**config.mk**
```make
export PLATFORM = sky130hd
export DESIGN_NAME = jackal_io_top
export DESIGN_NICKNAME = d
export VERILOG_FILES = /design/src/source/ctrl_pkg.sv /design/src/source/loader_pkg.sv /design/src/source/control_mapper.sv /design/src/source/rotary_dial.sv /design/src/source/rom_load_router.sv /design/src/source/core_config_regs.sv /design/src/source/jackal_io_top.sv
export VERILOG_INCLUDE_DIRS = /design/src /design/src/source
export SDC_FILE = /design/constraint.sdc
export NUM_CORES = 1
export LEC_CHECK = 0
export BUFFER_PORTS_ARGS = -buffer_cell sky130_fd_sc_hd__buf_2
export CAP_MARGIN = 20
export CORE_UTILIZATION = 55
export DETAILED_ROUTE_END_ITERATION = 8
export PLACE_DENSITY = 0.86
export SLEW_MARGIN = 40
export SYNTH_ARGS = -nofsm -noshare
export SYNTH_HDL_FRONTEND = slang
export SYNTH_HIERARCHICAL = 1
export SYNTH_SLANG_ARGS = --single-unit
```
**constraint.sdc**
```tcl
create_clock -name CLK_49M -period 5.85 [get_ports CLK_49M]
set_input_delay 0.8775 -clock CLK_49M [delete_from_list [all_inputs] [get_ports CLK_49M]]
set_output_delay 0.8775 -clock CLK_49M [all_outputs]
set_load 0.03 [all_outputs]
```
**src/source/jackal_defines.svh**
```systemverilog
`ifndef JACKAL_DEFINES_SVH
`define JACKAL_DEFINES_SVH

// ====================
// PS/2 set 2 make codes
// ====================
`define KEY_1      8'h16
`define KEY_2      8'h1E
`define KEY_5      8'h2E
`define KEY_6      8'h36
`define KEY_9      8'h46
`define KEY_P      8'h4D
// Arrow keys, extended codes
`define KEY_UP     8'h75
`define KEY_DOWN   8'h72
`define KEY_LEFT   8'h6B
`define KEY_RIGHT  8'h74
// Fire buttons
`define KEY_CTRL   8'h14
`define KEY_ALT    8'h11

// ====================
// ROM download map
// ====================
// Four 64 KiB regions in loader address space
`define ROM_BASE_A 25'h020000
`define ROM_BASE_B 25'h040000
`define ROM_BASE_C 25'h060000
`define ROM_BASE_D 25'h080000
`define ROM_SIZE   25'h010000
// Subtracted from loader address to get SDRAM address
`define ROM_OFS_A  25'h020000
`define ROM_OFS_B  25'h040000
`define ROM_OFS_C  25'h050000
`define ROM_OFS_D  25'h070000

// Loader indices
`define IDX_CONFIG 8'd1
`define IDX_DIP    8'd254
// Number of DIP switch bytes kept
`define DIP_BYTES  3

// Rotary wrap points
`define ROT_LEFT_END  8'h80
`define ROT_RIGHT_END 8'h01

`endif

```
**src/source/ctrl_pkg.sv**
```systemverilog
package ctrl_pkg;

	// ====================
	// Keyboard input
	// ====================
	// Event word from the PS/2 side
	// Toggle flips once per key event
	typedef struct packed {
		logic       toggle;
		// 1 on make, 0 on break
		logic       pressed;
		// E0 prefix seen
		logic       extended;
		logic [7:0] code;
	} ps2_key_t;

	// ====================
	// Arcade controls
	// ====================
	// One player's controls, active high
	typedef struct packed {
		logic up;
		logic down;
		logic left;
		logic right;
		// Machine gun
		logic shot;
		// Grenades and rockets
		logic missile;
		logic start;
		// Rotary step requests
		logic rotary_l;
		logic rotary_r;
	} player_ctrl_t;

	// Cabinet-wide controls, active high
	typedef struct packed {
		logic coin1;
		logic coin2;
		logic service;
		logic pause;
	} system_ctrl_t;

	// One-hot dial position
	// All ones means no rotary hardware
	typedef logic [7:0] rotary_pos_t;

endpackage

```
**src/source/loader_pkg.sv**
```systemverilog
package loader_pkg;

	// ====================
	// Loader bus
	// ====================
	// Byte-wide download stream from the host
	typedef struct packed {
		// High for the whole transfer
		logic        download;
		// One-cycle write strobe
		logic        wr;
		// Selects what is being loaded
		logic [7:0]  index;
		logic [24:0] addr;
		logic [7:0]  dout;
	} ioctl_bus_t;

	// ====================
	// SDRAM write port
	// ====================
	// Word write with byte lanes
	typedef struct packed {
		logic [23:0] addr;
		// Same byte in both halves
		logic [15:0] data;
		logic        lane_lo;
		logic        lane_hi;
	} rom_wr_req_t;

	// ====================
	// Board setup
	// ====================
	typedef struct packed {
		// 01 selects the bootleg board
		logic [1:0]  is_bootleg;
		logic        is_rotary;
		// Byte 0 in the low bits
		logic [23:0] dipsw;
	} core_config_t;

endpackage

```
**src/source/control_mapper.sv**
```systemverilog
`include "jackal_defines.svh"

module control_mapper (
	input  logic                  CLK_49M,
	input  logic                  rst_n,
	input  ctrl_pkg::ps2_key_t    ps2_key,
	input  logic [15:0]           joystick_0,
	input  logic [15:0]           joystick_1,
	output ctrl_pkg::player_ctrl_t p1_ctrl,
	output ctrl_pkg::player_ctrl_t p2_ctrl,
	output ctrl_pkg::system_ctrl_t sys_ctrl
);
	import ctrl_pkg::*;

	// Last seen toggle, a difference marks a new event
	logic         toggle_q;
	logic         key_event;

	// Keys shared by both players
	logic         kb_up;
	logic         kb_down;
	logic         kb_left;
	logic         kb_right;
	logic         kb_shot;
	logic         kb_missile;
	logic         kb_start1;
	logic         kb_start2;
	// Coin, service and pause keys
	system_ctrl_t kb_sys;

	assign key_event = toggle_q != ps2_key.toggle;

	// ====================
	// Key flags
	// ====================
	always_ff @(posedge CLK_49M) begin
		if (!rst_n) begin
			toggle_q   <= 1'b0;
			kb_up      <= 1'b0;
			kb_down    <= 1'b0;
			kb_left    <= 1'b0;
			kb_right   <= 1'b0;
			kb_shot    <= 1'b0;
			kb_missile <= 1'b0;
			kb_start1  <= 1'b0;
			kb_start2  <= 1'b0;
			kb_sys     <= '0;
		end else begin
			toggle_q <= ps2_key.toggle;
			if (key_event) begin
				// Make sets, break clears
				case (ps2_key.code)
					`KEY_1:     kb_start1      <= ps2_key.pressed;
					`KEY_2:     kb_start2      <= ps2_key.pressed;
					`KEY_5:     kb_sys.coin1   <= ps2_key.pressed;
					`KEY_6:     kb_sys.coin2   <= ps2_key.pressed;
					`KEY_9:     kb_sys.service <= ps2_key.pressed;
					`KEY_P:     kb_sys.pause   <= ps2_key.pressed;
					`KEY_UP:    kb_up          <= ps2_key.pressed;
					`KEY_DOWN:  kb_down        <= ps2_key.pressed;
					`KEY_LEFT:  kb_left        <= ps2_key.pressed;
					`KEY_RIGHT: kb_right       <= ps2_key.pressed;
					`KEY_CTRL:  kb_shot        <= ps2_key.pressed;
					`KEY_ALT:   kb_missile     <= ps2_key.pressed;
					default:    ;
				endcase
			end
		end
	end

	// ====================
	// Merge with joysticks
	// ====================
	// Joystick bits: 0 right, 1 left, 2 down, 3 up, 4 shot, 5 missile,
	// 6 rotary right, 7 rotary left, 8 start, 9 coin, 10 pause
	assign p1_ctrl = '{
		up:       kb_up      | joystick_0[3],
		down:     kb_down    | joystick_0[2],
		left:     kb_left    | joystick_0[1],
		right:    kb_right   | joystick_0[0],
		shot:     kb_shot    | joystick_0[4],
		missile:  kb_missile | joystick_0[5],
		start:    kb_start1  | joystick_0[8],
		rotary_l: joystick_0[7],
		rotary_r: joystick_0[6]
	};

	assign p2_ctrl = '{
		up:       kb_up      | joystick_1[3],
		down:     kb_down    | joystick_1[2],
		left:     kb_left    | joystick_1[1],
		right:    kb_right   | joystick_1[0],
		shot:     kb_shot    | joystick_1[4],
		missile:  kb_missile | joystick_1[5],
		start:    kb_start2  | joystick_1[8],
		rotary_l: joystick_1[7],
		rotary_r: joystick_1[6]
	};

	// Coin1 and pause from either stick, coin2 and service keyboard only
	assign sys_ctrl = '{
		coin1:   kb_sys.coin1 | joystick_0[9] | joystick_1[9],
		coin2:   kb_sys.coin2,
		service: kb_sys.service,
		pause:   kb_sys.pause | joystick_0[10] | joystick_1[10]
	};

endmodule

```
**src/source/rotary_dial.sv**
```systemverilog
`include "jackal_defines.svh"

module rotary_dial #(
	parameter int DIV_BITS = 23
) (
	input  logic                   CLK_49M,
	input  logic                   rst_n,
	input  logic                   rotary_fast,
	input  ctrl_pkg::player_ctrl_t p1_ctrl,
	input  ctrl_pkg::player_ctrl_t p2_ctrl,
	input  logic [1:0]             is_bootleg,
	output ctrl_pkg::rotary_pos_t  p1_rotary,
	output ctrl_pkg::rotary_pos_t  p2_rotary
);
	import ctrl_pkg::*;

	// Free-running step divider
	logic [DIV_BITS-1:0] div_q;
	logic                tick;
	logic                no_dial;
	rotary_pos_t         pos1_q;
	rotary_pos_t         pos2_q;

	// One step of the dial, left wins over right
	function automatic rotary_pos_t step_pos(
		input rotary_pos_t pos,
		input logic        go_l,
		input logic        go_r
	);
		rotary_pos_t nxt;
		nxt = pos;
		if (go_l)
			nxt = (pos == `ROT_LEFT_END) ? `ROT_RIGHT_END : rotary_pos_t'(pos << 1);
		else if (go_r)
			nxt = (pos == `ROT_RIGHT_END) ? `ROT_LEFT_END : rotary_pos_t'(pos >> 1);
		return nxt;
	endfunction

	// ====================
	// Step rate
	// ====================
	// Fast mode ignores the top divider bit, twice the rate
	assign tick = rotary_fast ? (div_q[DIV_BITS-2:0] == '0) : (div_q == '0);

	always_ff @(posedge CLK_49M) begin
		if (!rst_n) begin
			div_q  <= '0;
			pos1_q <= `ROT_RIGHT_END;
			pos2_q <= `ROT_RIGHT_END;
		end else begin
			div_q <= div_q + 1'b1;
			if (tick) begin
				pos1_q <= step_pos(pos1_q, p1_ctrl.rotary_l, p1_ctrl.rotary_r);
				pos2_q <= step_pos(pos2_q, p2_ctrl.rotary_l, p2_ctrl.rotary_r);
			end
		end
	end

	// ====================
	// Bootleg override
	// ====================
	// Bootleg boards have no dial, core sees every position at once
	assign no_dial   = is_bootleg == 2'b01;
	assign p1_rotary = no_dial ? 8'hFF : pos1_q;
	assign p2_rotary = no_dial ? 8'hFF : pos2_q;

endmodule

```
**src/source/rom_load_router.sv**
```systemverilog
`include "jackal_defines.svh"

module rom_load_router (
	input  logic                     CLK_49M,
	input  logic                     rst_n,
	input  loader_pkg::ioctl_bus_t   ioctl,
	input  logic                     sdram_ready,
	output loader_pkg::rom_wr_req_t  sdram_req,
	output logic                     sdram_valid,
	output logic                     ioctl_wait
);
	import loader_pkg::*;

	// Region hits
	logic        in_a;
	logic        in_b;
	logic        in_c;
	logic        in_d;
	logic        rom_wr;
	logic [24:0] rebased;
	// Request waiting for the SDRAM side
	logic        pending_q;
	rom_wr_req_t req_q;

	// ====================
	// Region decode
	// ====================
	assign in_a = (ioctl.addr >= `ROM_BASE_A) && (ioctl.addr < `ROM_BASE_A + `ROM_SIZE);
	assign in_b = (ioctl.addr >= `ROM_BASE_B) && (ioctl.addr < `ROM_BASE_B + `ROM_SIZE);
	assign in_c = (ioctl.addr >= `ROM_BASE_C) && (ioctl.addr < `ROM_BASE_C + `ROM_SIZE);
	assign in_d = (ioctl.addr >= `ROM_BASE_D) && (ioctl.addr < `ROM_BASE_D + `ROM_SIZE);

	// Qualified by download for all four regions
	assign rom_wr = ioctl.download && ioctl.wr && (in_a || in_b || in_c || in_d);

	// Move each region to its SDRAM home
	always_comb begin
		if (in_a)
			rebased = ioctl.addr - `ROM_OFS_A;
		else if (in_b)
			rebased = ioctl.addr - `ROM_OFS_B;
		else if (in_c)
			rebased = ioctl.addr - `ROM_OFS_C;
		else
			rebased = ioctl.addr - `ROM_OFS_D;
	end

	// ====================
	// Request handshake
	// ====================
	always_ff @(posedge CLK_49M) begin
		if (!rst_n) begin
			pending_q <= 1'b0;
		end else if (pending_q) begin
			// Drops on the accepting edge
			if (sdram_ready)
				pending_q <= 1'b0;
		end else if (rom_wr) begin
			pending_q <= 1'b1;
		end
	end

	// Payload loads only when idle so it stays put under back-pressure
	always_ff @(posedge CLK_49M) begin
		if (!pending_q && rom_wr) begin
			req_q.addr    <= rebased[23:0];
			req_q.data    <= {ioctl.dout, ioctl.dout};
			// A and C fill the high byte, B and D the low byte
			req_q.lane_hi <= in_a || in_c;
			req_q.lane_lo <= in_b || in_d;
		end
	end

	assign sdram_req   = req_q;
	assign sdram_valid = pending_q;
	// Loader stalls for as long as the request is open
	assign ioctl_wait  = pending_q;

endmodule

```
**src/source/core_config_regs.sv**
```systemverilog
`include "jackal_defines.svh"

module core_config_regs (
	input  logic                     CLK_49M,
	input  logic                     rst_n,
	input  loader_pkg::ioctl_bus_t   ioctl,
	output loader_pkg::core_config_t core_cfg
);
	import loader_pkg::*;

	logic         cfg_wr;
	logic         dip_wr;
	core_config_t cfg_q;

	// ====================
	// Write decode
	// ====================
	// Board type byte lives at address 0 of the config index
	assign cfg_wr = ioctl.wr && (ioctl.index == `IDX_CONFIG) && (ioctl.addr == '0);
	// Only the first DIP bytes are kept
	assign dip_wr = ioctl.wr && (ioctl.index == `IDX_DIP) && (ioctl.addr < `DIP_BYTES);

	always_ff @(posedge CLK_49M) begin
		if (!rst_n) begin
			cfg_q <= '0;
		end else begin
			if (cfg_wr) begin
				cfg_q.is_bootleg <= ioctl.dout[1:0];
				// Bit 4 flags a rotary-capable set
				cfg_q.is_rotary  <= ioctl.dout[4];
			end
			if (dip_wr) begin
				// Address picks the byte, 0 at the bottom
				cfg_q.dipsw[ioctl.addr[1:0]*8 +: 8] <= ioctl.dout;
			end
		end
	end

	assign core_cfg = cfg_q;

endmodule

```
**src/source/jackal_io_top.sv**
```systemverilog
module jackal_io_top #(
	parameter int ROTARY_DIV_BITS = 23
) (
	input  logic                     CLK_49M,
	input  logic                     rst_n,
	// Player inputs
	input  ctrl_pkg::ps2_key_t       ps2_key,
	input  logic [15:0]              joystick_0,
	input  logic [15:0]              joystick_1,
	input  logic                     rotary_fast,
	// Loader side
	input  loader_pkg::ioctl_bus_t   ioctl,
	input  logic                     sdram_ready,
	output ctrl_pkg::player_ctrl_t   p1_ctrl,
	output ctrl_pkg::player_ctrl_t   p2_ctrl,
	output ctrl_pkg::system_ctrl_t   sys_ctrl,
	output ctrl_pkg::rotary_pos_t    p1_rotary,
	output ctrl_pkg::rotary_pos_t    p2_rotary,
	output loader_pkg::rom_wr_req_t  sdram_req,
	output logic                     sdram_valid,
	output logic                     ioctl_wait,
	output loader_pkg::core_config_t core_cfg
);
	import ctrl_pkg::*;
	import loader_pkg::*;

	// Shared between the dial and the outside
	player_ctrl_t p1_w;
	player_ctrl_t p2_w;
	core_config_t cfg_w;

	// ====================
	// Controls
	// ====================
	control_mapper u_ctrl (
		.CLK_49M    (CLK_49M),
		.rst_n      (rst_n),
		.ps2_key    (ps2_key),
		.joystick_0 (joystick_0),
		.joystick_1 (joystick_1),
		.p1_ctrl    (p1_w),
		.p2_ctrl    (p2_w),
		.sys_ctrl   (sys_ctrl)
	);

	rotary_dial #(
		.DIV_BITS (ROTARY_DIV_BITS)
	) u_rot (
		.CLK_49M     (CLK_49M),
		.rst_n       (rst_n),
		.rotary_fast (rotary_fast),
		.p1_ctrl     (p1_w),
		.p2_ctrl     (p2_w),
		.is_bootleg  (cfg_w.is_bootleg),
		.p1_rotary   (p1_rotary),
		.p2_rotary   (p2_rotary)
	);

	// ====================
	// Loader
	// ====================
	rom_load_router u_rom (
		.CLK_49M     (CLK_49M),
		.rst_n       (rst_n),
		.ioctl       (ioctl),
		.sdram_ready (sdram_ready),
		.sdram_req   (sdram_req),
		.sdram_valid (sdram_valid),
		.ioctl_wait  (ioctl_wait)
	);

	core_config_regs u_cfg (
		.CLK_49M  (CLK_49M),
		.rst_n    (rst_n),
		.ioctl    (ioctl),
		.core_cfg (cfg_w)
	);

	assign p1_ctrl  = p1_w;
	assign p2_ctrl  = p2_w;
	assign core_cfg = cfg_w;

endmodule

```
==> reports/results.ini <==
[outcome]
status=finished, final reports clean

[timing]
maxSlewViolCount=0
slew_headroom=0.4501
post-route-period-util=0.5998
setup-tns-final_ns=0
rsz0062_at_grt=no
layout_setup_ws_ns=2.341
finClkSkew_ns=0.004564
fin_crit_ns=3.509
worst_pin_slew_ns=0.8248
fmax_mhz=285.0
final-setup-viol-count=0
hold_violations=0

[clocking]
cts_buffers=17
cts_setup_buffers=0
worstSkewPairLatency_ns=0.51
htree_levels=4
cts_tree=built
hold_buffers=0
cts_buffer_depth=2
root_buffer=clkbuf_8
cts.repair.resized=0
path_clk_slew_ns=0.06
clkSinkCount=114

[yosys]
synthFlopType=dfxtp_1
synth_edf_count=34
async_reset_ff_frac=0
synth.area.mux_share=0.08817
synthSimpleGateAreaFrac=0.2736
synth-xor-area-share=0.02452
synth_commonest_cells=dfxtp_1 (80), nand2_1 (57), nand3_1 (48)
synth.avg_cell_area_um2=9.780
ys_seq_area_frac=0.4318
synth.distinct_cells=71
yosysTopAreaCell=dfxtp_1
synth_warnings=6
synth_fa_ha_area_frac=0.03090
ys_ff_latch=114
synth_top_area_share=0.2637
syn-num-nets=726
synth.most_common_cell=dfxtp_1
synth_compound_area_frac=0.09909
synth_area_um2=6073
syn_inst=621
synth_top_family_by_area=simple AND/OR/NAND/NOR gates
synth_area_leaders=dfxtp_1 (26%), edfxtp_1 (17%), mux2i_1 (6.6%)

[finish]
fin_nets=892
fin_area_um2=7607
syn_to_final_growth_pct=25.26
num-fill-cells=795
diodes=0
drive_above_1_share=0.3525
layoutNonFillerInstCount=940
post-route-util=0.7048

[drt]
avgRoutedWirePerCell_um=16.32
firstDrtPassIters=5
drtIter0Drc=371
drt_wl_total_um=15340
vias_per_cell=5.788
ant_nets=0
drcViolationCount=0
vias=5441

[floorplan]
die_w_um=107.1
io_pins=199
die_area_um2=11470
initial_core_util=0.5627
core_um2=10790
num_rows=38
chipHeight_um=107.1

[setup_path]
ff2ff_path_depth=4
crit_end=u_rom/sdram_req[27]$_DFFE_PP_
crit_start=ioctl[26]
cp.required_ns=6.04
regToRegSetupSlack_ns=3.81
critPathMaxFanout=21
r2r-end=u_rot/div_q[18]$_SDFF_PN0_
cp-start-kind=primary input
crit_path_max_incr_delay_ns=0.67
crit_path_top_delay_cell=o31a_1
cp_cell_sequence=buf_2 > inv_1 > ha_1 > a21bo_2 > a211oi_1 > a32o_1 > a221o_1 > o31a_1 > buf_4
arrival_ns=3.70
r2r-start=u_rot/div_q[2]$_SDFF_PN0_
worstSetupPathType=primary input to flop
end_kind=flop

[placement]
pre_cts_slack_ns=1.903
gp_congestion=0.9291
hpwl_um=11150
dp_cells=908
placed_area_um2=6959
portBuffers=187

[power]
ir_drop_mv=0.1807
p_leak_nw=3.161
power.density_nw_per_um2=281.7

[global_routing]
grt_first_pass_wirelength_um=24830
grt_pass1_vias=5234
grtUsageTotal=0.2730
grt_overflow_total=0
grt_antenna_before_repair=0
grt_max_degree=75

[run]
max_cap_viol_count=0

[worst_hold_path]
hold_start=u_ctrl/kb_sys[0]$_SDFFE_PN0P_
hold_path.class=flop to flop

-- registers in the layout, indices dropped and copies added (netlist names), 2 cells and up --
signal / cells
u_cfg/core_cfg: 27
u_ctrl/kb_sys: 2
u_ctrl/sys_ctrl: 2
u_rom/sdram_req: 34
u_rot/div_q: 23
u_rot/pos1_q: 8
u_rot/pos2_q: 8
-- power breakdown --
group / leakage (nW) / internal [W] / switching, W
clock network: 0.317 / 0.000740 / 0.000364
logic: 1.90 / 0.0000732 / 0.000134
registers: 0.948 / 0.000823 / 0.00000859
-- stage by stage --
step | hold WS, ns | total power [W]
final | 0.4557 | 0.002143
after global routing | 0.4666 | 0.002214
after CTS | 0.4581 | 0.002151
after detailed placement | 0.4459 | 0.001053
after global placement | 0.4379 | 0.001045
after floorplan | 0.4255 | 0.0009779
-- kinds of logic (layout without fill, tap and decap cells) --
family / count (synthesis) / after routing
buf+inv: 62 / 241
xor+xnor: 17 / 17
fa+ha+maj: 15 / 15
simple gates: 268 / 268
flops: 114 / 114
compound gates: 93 / 93
mux: 52 / 52
-- worst min-delay path by stage --
stage / end / depth (start not counted)
final: u_ctrl/kb_sys[0]$_SDFFE_PN0P_ / 2
after global routing: u_cfg/core_cfg[23]$_SDFFE_PN0P_ / 2
after CTS: u_cfg/core_cfg[24]$_SDFFE_PN0P_ / 2
after detailed placement: u_cfg/core_cfg[21]$_SDFFE_PN0P_ / 2
after global placement: u_rot/div_q[0]$_SDFF_PN0_ / 1
after floorplan: u_rot/div_q[0]$_SDFF_PN0_ / 1
-- routing by layer --
layer	global-route usage	wire, µm	vias to the layer above
met1	0.3166	6220	2616
li1	-	-	2594
met2	0.4783	7875	201
met4	0.1037	278	0
met5	0	0	-
met3	0.07356	965	30
-- final cells by class --
type	count	area, µm²	share of cell area
sequential	114	2623	0.3447
timing repair buffer	189	950.9	0.1250
clock inverter	12	175.2	0.02303
inverter	20	75.07	0.009868
clock buffer	20	466.7	0.06135
tap	140	175.2	0.02303
multi-input combinational	445	3142	0.4130
-- cells in the final DEF, fill, tap and decap left out, drive strengths merged, types with 3 or more instances in the layout --
| master | n |
|---|---|
| xnor2 | 6 |
| dfxtp | 80 |
| nor3 | 8 |
| bufinv | 4 |
| clkinv | 5 |
| ha | 15 |
| nor4b | 4 |
| o21ai | 25 |
| buf | 189 |
| or4 | 8 |
| and2 | 5 |
| nand2 | 57 |
| o31ai | 6 |
| nor2 | 20 |
| nor4 | 27 |
| nand4 | 12 |
| a21oi | 34 |
| nand3 | 49 |
| and3 | 4 |
| or2 | 20 |
| a21o | 4 |
| or3 | 9 |
| edfxtp | 34 |
| inv | 22 |
| clkbuf | 20 |
| nand2b | 23 |
| mux2 | 12 |
| mux2i | 40 |
| nand4b | 5 |
| xor2 | 11 |
| o41ai | 3 |
| and4 | 5 |
| nor2b | 3 |
-- critical path, delay by kind of cell --
kind                       cells  cell delay, ns
AOI/OAI and AO/OA              5            1.60
adders and majority gates      1            0.34
buffers and inverters          3            0.87
Power figures use the tool's default switching activity.
